--- config.mk ---
export PLATFORM = sky130hd
export DESIGN_NAME = zx_memory_map
export DESIGN_NICKNAME = d
export VERILOG_FILES = /design/src/hdl/zx_paging_pkg.sv /design/src/hdl/zx_addr_mapper.sv /design/src/hdl/zx_master_conf.sv /design/src/hdl/zx_memory_map.sv /design/src/hdl/zx_paging_regs.sv /design/src/hdl/zx_read_mux.sv
export SDC_FILE = /design/constraint.sdc
export NUM_CORES = 1
export LEC_CHECK = 0
export BUFFER_PORTS_ARGS = -buffer_cell sky130_fd_sc_hd__buf_2
export CORE_MARGIN = 1
export CORE_UTILIZATION = 41
export DETAILED_ROUTE_END_ITERATION = 7
export PLACE_DENSITY = 0.84
export SYNTH_ARGS = -nofsm -noshare
export SYNTH_HDL_FRONTEND = slang
export SYNTH_HIERARCHICAL = 1
export SYNTH_SLANG_ARGS = --single-unit
export TNS_END_PERCENT = 10
--- constraint.sdc ---
create_clock -name clk -period 2.1 [get_ports clk]
set_clock_uncertainty 0.05 [all_clocks]
set_input_delay 0.42 -clock clk [delete_from_list [all_inputs] [get_ports clk]]
set_output_delay 0.42 -clock clk [all_outputs]
set_load 0.02 [all_outputs]
--- src/hdl/zx_paging_pkg.sv ---
package zx_paging_pkg;

   // --------------------------------------------------
   // external memory geometry
   // --------------------------------------------------
   localparam int SRAM_AW  = 21;  // 2 MB of SRAM
   localparam int PAGE_W   = 7;   // 128 pages of 16K
   localparam int OFFSET_W = 14;  // byte within a 16K page

   // --------------------------------------------------
   // register bus addresses
   // --------------------------------------------------
   localparam logic [7:0] MASTERCONF   = 8'h00;  // boot, freeze, timing, keyboard
   localparam logic [7:0] MASTERMAPPER = 8'h01;  // page seen at C000 in boot mode

   // +3 all-RAM arrangement, taken from 1FFD bits 2..1
   // names list the pages seen at 0000/4000/8000/C000
   typedef enum logic [1:0] {
      CFG_0123 = 2'b00,
      CFG_4567 = 2'b01,
      CFG_4563 = 2'b10,
      CFG_4763 = 2'b11
   } allram_cfg_t;

   // 16K CPU slot, from address bits 15..14
   typedef enum logic [1:0] {
      SLOT_ROM  = 2'b00,  // 0000-3FFF
      SLOT_4000 = 2'b01,  // screen bank
      SLOT_8000 = 2'b10,
      SLOT_C000 = 2'b11   // paged bank
   } mem_slot_t;

endpackage

--- src/hdl/zx_addr_mapper.sv ---
`timescale 1ns/10ps

module zx_addr_mapper #(
   parameter int ROM_BASE_PAGE = 8  // first of four ROM pages
) (
   input  logic        clk,
   input  logic        mrst_n,
   input  logic [15:0] a,
   input  logic [7:0]  din,
   input  logic        mreq_n,
   input  logic        rd_n,
   input  logic        wr_n,
   input  logic        boot_mode,
   input  logic [zx_paging_pkg::PAGE_W-1:0] master_page,
   input  logic [1:0]  rom_bank,
   input  logic [2:0]  ram_bank,
   input  logic        allram_mode,
   input  zx_paging_pkg::allram_cfg_t allram_cfg,
   output logic [zx_paging_pkg::SRAM_AW-1:0] sram_addr,
   output logic [7:0]  sram_wdata,
   output logic        sram_we_n,
   output logic        sram_oe_n,
   output logic        bootrom_cs,
   output logic        access_to_screen,
   output logic        mem_rd_q         // registered SRAM read in flight
);

   localparam int PW = zx_paging_pkg::PAGE_W;
   localparam logic [PW-1:0] ROM_PAGE = PW'(ROM_BASE_PAGE);

   zx_paging_pkg::mem_slot_t slot;
   logic [PW-1:0] page;
   logic          rom_slot;
   logic          in_bootrom;    // boot ROM takes the slot, SRAM idle
   logic          wr_block;      // normal-mode ROM is read only
   logic          we_n_d;
   logic          oe_n_d;
   logic          cs_d;
   logic          scr_d;

   assign slot     = zx_paging_pkg::mem_slot_t'(a[15:14]);
   assign rom_slot = (slot == zx_paging_pkg::SLOT_ROM);

   // --------------------------------------------------
   // page selection
   // --------------------------------------------------
   always_comb begin
      page = 7'd0;
      case (slot)
         zx_paging_pkg::SLOT_ROM: begin
            if (!allram_mode)
               page = ROM_PAGE + PW'(rom_bank);
            else if (allram_cfg == zx_paging_pkg::CFG_0123)
               page = 7'd0;
            else
               page = 7'd4;                  // all three other layouts
         end
         zx_paging_pkg::SLOT_4000: begin
            page = 7'd5;                     // screen bank by default
            if (!boot_mode && allram_mode) begin
               case (allram_cfg)
                  zx_paging_pkg::CFG_0123: page = 7'd1;
                  zx_paging_pkg::CFG_4763: page = 7'd7;
                  default:                 page = 7'd5;
               endcase
            end
         end
         zx_paging_pkg::SLOT_8000: begin
            page = 7'd2;
            if (!boot_mode && allram_mode && allram_cfg != zx_paging_pkg::CFG_0123)
               page = 7'd6;
         end
         zx_paging_pkg::SLOT_C000: begin
            if (boot_mode)
               page = master_page;           // firmware picks any page
            else if (!allram_mode)
               page = {4'b0000, ram_bank};
            else if (allram_cfg == zx_paging_pkg::CFG_4567)
               page = 7'd7;
            else
               page = 7'd3;
         end
         default: page = 7'd0;
      endcase
   end

   // --------------------------------------------------
   // strobes and contention, next-state
   // --------------------------------------------------
   assign in_bootrom = boot_mode && rom_slot;
   assign wr_block   = rom_slot && !allram_mode;

   assign cs_d   = !mreq_n && in_bootrom;
   assign oe_n_d = mreq_n || rd_n || in_bootrom;
   assign we_n_d = mreq_n || wr_n || in_bootrom || wr_block;
   assign scr_d  = !boot_mode && !allram_mode && !mreq_n &&
                   (slot == zx_paging_pkg::SLOT_4000 ||
                    (slot == zx_paging_pkg::SLOT_C000 && ram_bank[0]));  // odd banks contend

   // one-cycle pipeline stage
   always_ff @(posedge clk) begin
      sram_addr  <= {page, a[zx_paging_pkg::OFFSET_W-1:0]};  // payload, no reset
      sram_wdata <= din;
      if (!mrst_n) begin
         sram_we_n        <= 1'b1;
         sram_oe_n        <= 1'b1;
         bootrom_cs       <= 1'b0;
         access_to_screen <= 1'b0;
      end else begin
         sram_we_n        <= we_n_d;
         sram_oe_n        <= oe_n_d;
         bootrom_cs       <= cs_d;
         access_to_screen <= scr_d;
      end
   end

   assign mem_rd_q = ~sram_oe_n;

   a_no_we_on_bootrom : assert property (@(posedge clk) disable iff (!mrst_n)
      !(!sram_we_n && bootrom_cs));

   // a CPU write to paged ROM is dropped one cycle later
   a_rom_write_blocked : assert property (@(posedge clk) disable iff (!mrst_n)
      (!mreq_n && !wr_n && rom_slot && !boot_mode && !allram_mode) |=> sram_we_n);

endmodule

--- src/hdl/zx_master_conf.sv ---
`timescale 1ns/10ps

module zx_master_conf (
   input  logic       clk,
   input  logic       mrst_n,
   input  logic [7:0] addr,      // register bus address
   input  logic       iow,
   input  logic       ior,
   input  logic [7:0] din,
   output logic       boot_mode,
   output logic [zx_paging_pkg::PAGE_W-1:0] master_page,
   output logic [7:0] conf_rdata,
   output logic [1:0] timing_mode,
   output logic       disable_contention,
   output logic       issue2_keyboard_enabled,
   output logic       in_boot_mode
);

   logic       frozen;       // MASTERCONF bit 7
   logic [3:0] conf_hi;      // MASTERCONF bits 6..3
   logic       sel_conf;
   logic       sel_mapper;

   assign sel_conf   = (addr == zx_paging_pkg::MASTERCONF);
   assign sel_mapper = (addr == zx_paging_pkg::MASTERMAPPER);

   // --------------------------------------------------
   // configuration and mapper registers
   // --------------------------------------------------
   always_ff @(posedge clk) begin
      if (!mrst_n) begin
         boot_mode   <= 1'b1;  // power up into the boot ROM
         frozen      <= 1'b0;
         conf_hi     <= 4'h0;
         master_page <= '0;
      end else if (iow) begin
         if (sel_conf) begin
            conf_hi <= din[6:3];  // bits 2..1 belong to the dropped DivMMC
            if (!frozen) begin   // boot and freeze are one-shot
               boot_mode <= din[0];
               frozen    <= din[7];
            end
         end
         if (sel_mapper && boot_mode)
            master_page <= din[zx_paging_pkg::PAGE_W-1:0];
      end
   end

   // bit 6 timing high, 5 no contention, 4 timing low, 3 issue 2
   assign timing_mode             = {conf_hi[3], conf_hi[1]};
   assign disable_contention      = conf_hi[2];
   assign issue2_keyboard_enabled = conf_hi[0];
   assign in_boot_mode            = ~frozen;  // firmware still owns the machine

   // readback only during a register read cycle
   always_comb begin
      conf_rdata = 8'h00;
      if (ior && sel_conf)
         conf_rdata = {frozen, conf_hi, 2'b00, boot_mode};
      else if (ior && sel_mapper)
         conf_rdata = {1'b0, master_page};
   end

   // once frozen, a write of boot=1 must not bring the boot ROM back
   a_no_reboot : assert property (@(posedge clk) disable iff (!mrst_n)
      frozen |=> !$rose(boot_mode));

endmodule

--- src/hdl/zx_memory_map.sv ---
`timescale 1ns/10ps

module zx_memory_map #(
   parameter int ROM_BASE_PAGE = 8
) (
   input  logic        clk,
   input  logic        mrst_n,          // master reset
   input  logic        rst_n,           // CPU reset
   // CPU side
   input  logic [15:0] a,
   input  logic [7:0]  din,
   output logic [7:0]  dout,
   output logic        oe,
   input  logic        mreq_n,
   input  logic        iorq_n,
   input  logic        rd_n,
   input  logic        wr_n,
   // register bus
   input  logic [7:0]  addr,
   input  logic        iow,
   input  logic        ior,
   // options and status
   input  logic        disable_1ffd,
   output logic        ioreqbank,
   output logic        in48kmode,
   output logic [1:0]  timing_mode,
   output logic        disable_contention,
   output logic        issue2_keyboard_enabled,
   output logic        in_boot_mode,
   output logic        access_to_screen,
   output logic        bootrom_cs,
   // SRAM
   output logic [zx_paging_pkg::SRAM_AW-1:0] sram_addr,
   output logic [7:0]  sram_wdata,
   input  logic [7:0]  sram_rdata,
   output logic        sram_we_n,
   output logic        sram_oe_n
);

   logic                              boot_mode;
   logic [zx_paging_pkg::PAGE_W-1:0]  master_page;
   logic [7:0]                        conf_rdata;
   logic [1:0]                        rom_bank;
   logic [2:0]                        ram_bank;
   logic                              allram_mode;
   zx_paging_pkg::allram_cfg_t        allram_cfg;
   logic                              mem_rd_q;

   zx_master_conf u_master_conf (
      .clk(clk), .mrst_n(mrst_n), .addr(addr), .iow(iow), .ior(ior), .din(din),
      .boot_mode(boot_mode), .master_page(master_page), .conf_rdata(conf_rdata),
      .timing_mode(timing_mode), .disable_contention(disable_contention),
      .issue2_keyboard_enabled(issue2_keyboard_enabled), .in_boot_mode(in_boot_mode)
   );

   zx_paging_regs u_paging_regs (
      .clk(clk), .mrst_n(mrst_n), .rst_n(rst_n), .a(a), .din(din),
      .iorq_n(iorq_n), .rd_n(rd_n), .wr_n(wr_n), .disable_1ffd(disable_1ffd),
      .rom_bank(rom_bank), .ram_bank(ram_bank), .allram_mode(allram_mode),
      .allram_cfg(allram_cfg), .in48kmode(in48kmode), .ioreqbank(ioreqbank)
   );

   zx_addr_mapper #(.ROM_BASE_PAGE(ROM_BASE_PAGE)) u_addr_mapper (
      .clk(clk), .mrst_n(mrst_n), .a(a), .din(din), .mreq_n(mreq_n), .rd_n(rd_n),
      .wr_n(wr_n), .boot_mode(boot_mode), .master_page(master_page),
      .rom_bank(rom_bank), .ram_bank(ram_bank), .allram_mode(allram_mode),
      .allram_cfg(allram_cfg), .sram_addr(sram_addr), .sram_wdata(sram_wdata),
      .sram_we_n(sram_we_n), .sram_oe_n(sram_oe_n), .bootrom_cs(bootrom_cs),
      .access_to_screen(access_to_screen), .mem_rd_q(mem_rd_q)
   );

   zx_read_mux u_read_mux (
      .mem_rd_q(mem_rd_q), .sram_rdata(sram_rdata), .ior(ior), .addr(addr),
      .conf_rdata(conf_rdata), .dout(dout), .oe(oe)
   );

endmodule

--- src/hdl/zx_paging_regs.sv ---
`timescale 1ns/10ps

module zx_paging_regs (
   input  logic        clk,
   input  logic        mrst_n,
   input  logic        rst_n,          // CPU reset also clears paging
   input  logic [15:0] a,
   input  logic [7:0]  din,
   input  logic        iorq_n,
   input  logic        rd_n,
   input  logic        wr_n,
   input  logic        disable_1ffd,   // plain 128K decode
   output logic [1:0]  rom_bank,
   output logic [2:0]  ram_bank,
   output logic        allram_mode,
   output zx_paging_pkg::allram_cfg_t allram_cfg,
   output logic        in48kmode,
   output logic        ioreqbank
);

   logic [5:0] bank128;     // 7FFD bits 5..0, bit 3 unused here
   logic [2:0] bankplus3;   // 1FFD bits 2..0
   logic       locked;
   logic       io_wr;
   logic       sel_7ffd_p2a;
   logic       sel_7ffd_128;
   logic       sel_1ffd;

   // --------------------------------------------------
   // port decode
   // --------------------------------------------------
   assign sel_7ffd_p2a = !a[1] && (a[15:14] == 2'b01);
   assign sel_1ffd     = !a[1] && (a[15:12] == 4'b0001);
   assign sel_7ffd_128 = !a[1] && !a[15];      // loose 128K decode
   assign io_wr        = !iorq_n && !wr_n;
   assign locked       = bank128[5];

   // flag for the 128K decode, any I/O direction
   assign ioreqbank = disable_1ffd && !iorq_n && (!wr_n || !rd_n) && sel_7ffd_128;

   always_ff @(posedge clk) begin
      if (!mrst_n || !rst_n) begin
         bank128   <= 6'h00;
         bankplus3 <= 3'h0;
      end else if (io_wr && !locked) begin
         if (!disable_1ffd) begin            // +2A/+3 decode
            if (sel_1ffd)
               bankplus3 <= din[2:0];
            else if (sel_7ffd_p2a)
               bank128 <= din[5:0];
         end else if (sel_7ffd_128) begin
            bank128 <= din[5:0];             // 1FFD is invisible here
         end
      end
   end

   // --------------------------------------------------
   // decoded paging state
   // --------------------------------------------------
   assign ram_bank    = bank128[2:0];
   assign rom_bank    = {bankplus3[2], bank128[4]};  // 4 ROMs on +3
   assign allram_mode = bankplus3[0];
   assign allram_cfg  = zx_paging_pkg::allram_cfg_t'(bankplus3[2:1]);
   assign in48kmode   = locked;

   // lock holds until the next reset, whatever the CPU writes
   a_lock_holds : assert property (@(posedge clk) disable iff (!mrst_n || !rst_n)
      locked |=> $stable({bank128, bankplus3}));

endmodule

--- src/hdl/zx_read_mux.sv ---
`timescale 1ns/10ps

module zx_read_mux (
   input  logic       mem_rd_q,     // SRAM read issued last cycle
   input  logic [7:0] sram_rdata,
   input  logic       ior,
   input  logic [7:0] addr,         // register bus address
   input  logic [7:0] conf_rdata,
   output logic [7:0] dout,
   output logic       oe
);

   logic reg_hit;

   assign reg_hit = ior && (addr == zx_paging_pkg::MASTERCONF ||
                            addr == zx_paging_pkg::MASTERMAPPER);

   // --------------------------------------------------
   // CPU read data, memory first
   // --------------------------------------------------
   always_comb begin
      if (mem_rd_q) begin
         dout = sram_rdata;
         oe   = 1'b1;
      end else if (reg_hit) begin
         dout = conf_rdata;         // paging unit registers
         oe   = 1'b1;
      end else begin
         dout = 8'hFF;              // idle bus
         oe   = 1'b0;
      end
   end

endmodule

## After elaboration in Yosys (flattened, before gate mapping)

Cells that the tools add are included.

- Word-level logic and storage cells: 95
- Flip-flop bits (word level): 55
- Output and inout port bits: 49
- Input bits: 50

- Reduce and logical (&&, ||, !) cells: 51
- $add $sub $neg: 1
- Bitwise logic cells: 2
- Equality and inequality tests: 9
- Mux-type cells: 20

Operators with widths:

| kind | count |
|---|---|
| 7-bit two-way mux | 5 |
| 7-bit case mux with 4 select lines | 1 |
| 6-bit two-way mux | 4 |
| 8-bit two-way mux | 3 |
| 1-bit logical AND | 21 |
| 1-bit logical NOT | 11 |
| 1-bit logical OR | 9 |
| 3-bit two-way mux | 3 |
| 8-bit by 1-bit == test with 1-bit output (second input constant) | 1 |
| 8-bit logical NOT | 1 |
| 2-bit == test (second input constant) | 3 |
| 3-bit case mux with 2 select lines | 1 |
| 3-bit AND reduction | 2 |
| 4-bit by 2-bit adder with 5-bit output (first input constant) | 1 |
| 2-bit by 1-bit == test with 1-bit output (second input constant) | 2 |
| 4-bit by 1-bit == test with 1-bit output (second input constant) | 1 |
| 2-bit logical NOT | 2 |
| 2-bit AND reduction | 2 |
| 4-bit AND reduction | 1 |
| 2-bit nonzero test | 2 |
| 1-bit two-way mux | 3 |
| 2-bit by 1-bit inequality test with 1-bit output (second input constant) | 1 |
| 2-bit inequality test (second input constant) | 1 |
| 1-bit NOT | 2 |

## Logic depth before layout (Yosys ltp)

- Depth in word-level cells: 6
- Depth in mapped cells: 6
- Depth with buffers taken out: 5

## Modules after synthesis

The synthesis kept the hierarchy.

Modules (own cells, without submodules):

| module | times used | sequential area each (um^2) | area each (um^2) | cells an instance |
|---|---|---|---|---|
| zx_addr_mapper | 1 | 660.6 | 887.1 | 69 |
| zx_master_conf | 1 | 260.2 | 660.6 | 70 |
| zx_paging_regs | 1 | 160.2 | 361.6 | 40 |
| zx_read_mux | 1 | 0.0 | 192.7 | 29 |

## Least setup slack after synthesis

Ideal clock, no wire load.

- Path kind: input -> output
- Start: input port addr[3]
- End: output port dout[5]
- Slack: -0.392 ns
- Path buffers: 0
- Arrival time: 2.022 ns
- Stages: 5
- Required time: 1.630 ns
- Cell sequence: or4b_2 > nor3_2 > a22o_1 > nor2_1 > a32oi_1

- Cells in the longest elaborated chain, start to end: 6
- Elaborated cells on any way between the ends: 10
- Classes of those cells: eq/ne (1); mux (4); reduce/logical (5)

RTL lines:

| item | line | text |
|---|---|---|
| start, declared | zx_memory_map.sv:19 | `input logic [7:0] addr,` |
| 8-bit by 1-bit == test with 1-bit output | zx_master_conf.sv:25 | `assign sel_mapper = (addr == zx_paging_pkg::MASTERMAPPER);` |
| 1-bit logical AND | zx_master_conf.sv:60 | `else if (ior && sel_mapper)` |
| 7-bit two-way mux | zx_master_conf.sv:60 |  |
| 8-bit two-way mux * | zx_master_conf.sv:58 | `if (ior && sel_conf)` |
| named net conf_rdata[5] | zx_memory_map.sv:42 | `logic [7:0] conf_rdata;` |
| 8-bit two-way mux * | zx_read_mux.sv:25 | `end else if (reg_hit) begin` |
| 8-bit two-way mux * | zx_read_mux.sv:22 | `if (mem_rd_q) begin` |
| end, declared | zx_memory_map.sv:12 | `output logic [7:0] dout,` |

The timed path passes the listed nets; every way through them passes the cells marked *.

## Worst setup path after layout

- Start: input port addr[6]
- End: output port dout[3]

The elaborated chain is that of the path after synthesis.

==> results.toml <==
[yosys]
netlist_area_um2 = 2100
synth_seq_cells = 54
yosysTopAreaCell = "dfxtp_1"
yosysSeqAreaShare = 0.514
post-synth-top-count-cell = "dfxtp_1"
ys_types = 40
synth_edf_count = 0
synthArstFlopShare = 0
yosys_warnings = 6
synth_top_area_share = 0.514
ys_top_cells_by_area = "dfxtp_1 51%, mux2i_1 8.6%, nand2_1 6.4%"
ys_top_cells_by_count = "54 x dfxtp_1, 36 x nand2_1, 18 x mux2i_1, 14 x inv_1, 13 x nor2_1"
syn_avg_cell_area_um2 = 10.1
synth_top_flop_cell = "dfxtp_1"
synthesis.nets = 258
syn-instance-count = 208

[critical_path]
crit_path_start_kind = "primary input"
cp.depth = 8
slowest_delay_ns = 0.59
cp-startpoint = "addr[6]"
worstPathCellList = "buf_6 -> or4_4 -> nor3_4 -> buf_6 -> a22o_1 -> nor2_1 -> a32oi_2 -> buf_4"
cp.required_ns = 1.63
r2r_slack_ns = 0.85
path_class = "in2out"
rr_startpoint = "u_master_conf/boot_mode"
path_max_fanout = 4
crit_family = "simple AND/OR/NAND/NOR gates"
timing.rr.end = "u_addr_mapper/sram_addr[16]"
path_buf_inv = 3
cpMostUsedCell = "buf_6"
cp-endpoint = "dout[3]"
r2r_cells = 4
end_kind = "primary output"
critPathSlowestCell = "or4_4"
cp.arrival_ns = 2.02

[power]
p_leak_nw = 1.40
p_per_area_nw_per_um2 = 641
ir_drop_mv = 0.505

[clock_network]
cts_max_path_buffers = 2
cts_buffers = 5
clk_latency_ns = 0.30
clkSlewWorstSetupHoldPaths_ns = 0.09
clkSinkCount = 54
htreeDepth = 2
cts_tree = "done"
root_buffer = "clkbuf_8"

[floorplanning]
core_um2 = 4820
die-area_um2 = 5420
start_util = 0.436
dieWidth_um = 73.6
fp.dieH_um = 73.6
num_io_pins = 99
placementRows = 25

[route]
drcViolationCount = 0
routed.top_layer = "met4"
wl_um = 5190
dr_wl_met2_um = 2700
antenna_left = 0
wl_per_cell_um = 13.4
vias = 1874
drt_iter0_markers = 149
viasPerCell = 4.84
m1WireLength_um = 2180
firstDrtPassIters = 5
routed-wl-met3_um = 280

[finish]
nFillCells = 421
n_antenna_cell = 0
drive_gt1_frac = 0.441
finish.instance_area_um2 = 2940
final_nets = 369
area_growth_syn_to_layout_pct = 39.8
seq_area_um2 = 1080
multi_input_area_um2 = 976

[sta]
final_hold_viol_count = 0
setup_slack_ns = -0.386
period_minus_slack_ns = 2.49
fmax_ghz = 0.402
period_share = 1.18
fin_tns_setup_ns = -2.77
slew_headroom = 0.619
worst_pin_slew_ns = 0.570
drv_slew = 0
rsz0062_at_grt = "true"
setup_viol_count_final = 8
hold_ws_ns = 0.160

[hold_path]
worstHoldPathType = "in2reg"

[run_status]
status = "finished, violations left"
violations = "setup timing"

[grt]
grt_max_degree = 20
grt_pass1_vias = 1699
antenna_found_initial = 0
globalRouteOverflowTotal = 0
grt_pass1_wl_um = 7760
grt_util_all_layers = 0.190

[place]
placed_area_um2 = 2800
io_buffers = 98
gp_congestion = 0.910
place.detailed.hpwl_um = 4080

[run]
max_cap_violations = 0
layout by cell type (no fill, tap or decap), types with 2 or more instances in the layout:
| cell type | n |
|---|---|
| a21oi_1 | 3 |
| a22o_1 | 6 |
| a32oi_2 | 7 |
| and2_1 | 7 |
| buf_2 | 90 |
| buf_4 | 21 |
| buf_6 | 2 |
| clkbuf_8 | 6 |
| dfxtp_1 | 54 |
| inv_1 | 14 |
| mux2i_1 | 18 |
| nand2_1 | 36 |
| nand2b_1 | 4 |
| nand4_1 | 2 |
| nor2_1 | 13 |
| nor3_4 | 5 |
| nor4_1 | 2 |
| o21ai_0 | 3 |
| o311ai_1 | 3 |
layout make-up:
| cell class | count | area share |
|---|---|---|
| inverter | 14 | 0.0179 |
| tap | 67 | 0.0285 |
| clock inverter | 1 | 0.00298 |
| clock buffer | 7 | 0.0294 |
| sequential | 54 | 0.368 |
| timing repair buffer | 114 | 0.221 |
| multi-input combinational | 130 | 0.332 |
worst min-delay path by stage:
stage / start / endpoint / depth (start not counted)
floorplan: u_paging_regs/bank128[2] / u_paging_regs/bank128[2] / 2
global placement: u_paging_regs/bank128[1] / u_paging_regs/bank128[1] / 2
detailed placement: u_master_conf/master_page[0] / u_master_conf/master_page[0] / 2
CTS: a[9] / u_addr_mapper/sram_addr[9] / 1
global route: a[9] / u_addr_mapper/sram_addr[9] / 1
finish: a[9] / u_addr_mapper/sram_addr[9] / 1
flip-flops by register name, summed over array words and instances, names as in the netlist:
name / flops
u_paging_regs/bank128: 5
u_master_conf/conf_hi: 4
u_addr_mapper/sram_oe_n: 1
u_master_conf/boot_mode: 1
u_addr_mapper/bootrom_cs: 1
u_master_conf/frozen: 1
u_addr_mapper/sram_we_n: 1
u_addr_mapper/sram_wdata: 8
u_master_conf/master_page: 7
u_addr_mapper/access_to_screen: 1
u_paging_regs/bankplus3: 3
u_addr_mapper/sram_addr: 21
report_power, final:
| group | internal, W | switching [W] |
|---|---|---|
| clock | 0.000273 | 0.000320 |
| sequential | 0.00105 | 0.00000641 |
| combinational | 0.0000961 | 0.000137 |
metrics by stage:
stage | setup WS [ns] | utilization | cells | power, W
2_1_floorplan | -0.159 | - | 208 | 0.00120
3_3_place_gp | -0.349 | 0.582 | 377 | 0.00131
3_5_place_dp | -0.413 | 0.582 | 377 | 0.00131
4_1_cts | -0.354 | 0.610 | 387 | 0.00190
5_1_grt | -0.443 | 0.610 | 387 | 0.00196
6_report | -0.386 | 0.610 | 387 | 0.00188
layer usage:
metal,global-route usage,up-vias
met5,0,-
met4,0.0577,0
met3,0.0412,5
met2,0.320,60
met1,0.242,864
li1,-,945
logic make-up after synthesis:
family                 share of synthesized area
flip-flops                                 0.514
multiplexers                              0.0911
buffers and inverters                     0.0542
AO/OA/AOI/OAI                              0.114
AND/OR/NAND/NOR                            0.226
repair_timing:
item	in CTS	in global routing
setup endpoints to repair	8	8
pin swaps	7	1
gates resized for setup	9	0
hold buffers	0	0
setup buffers	2	0
(Power assumes the default switching activity.)
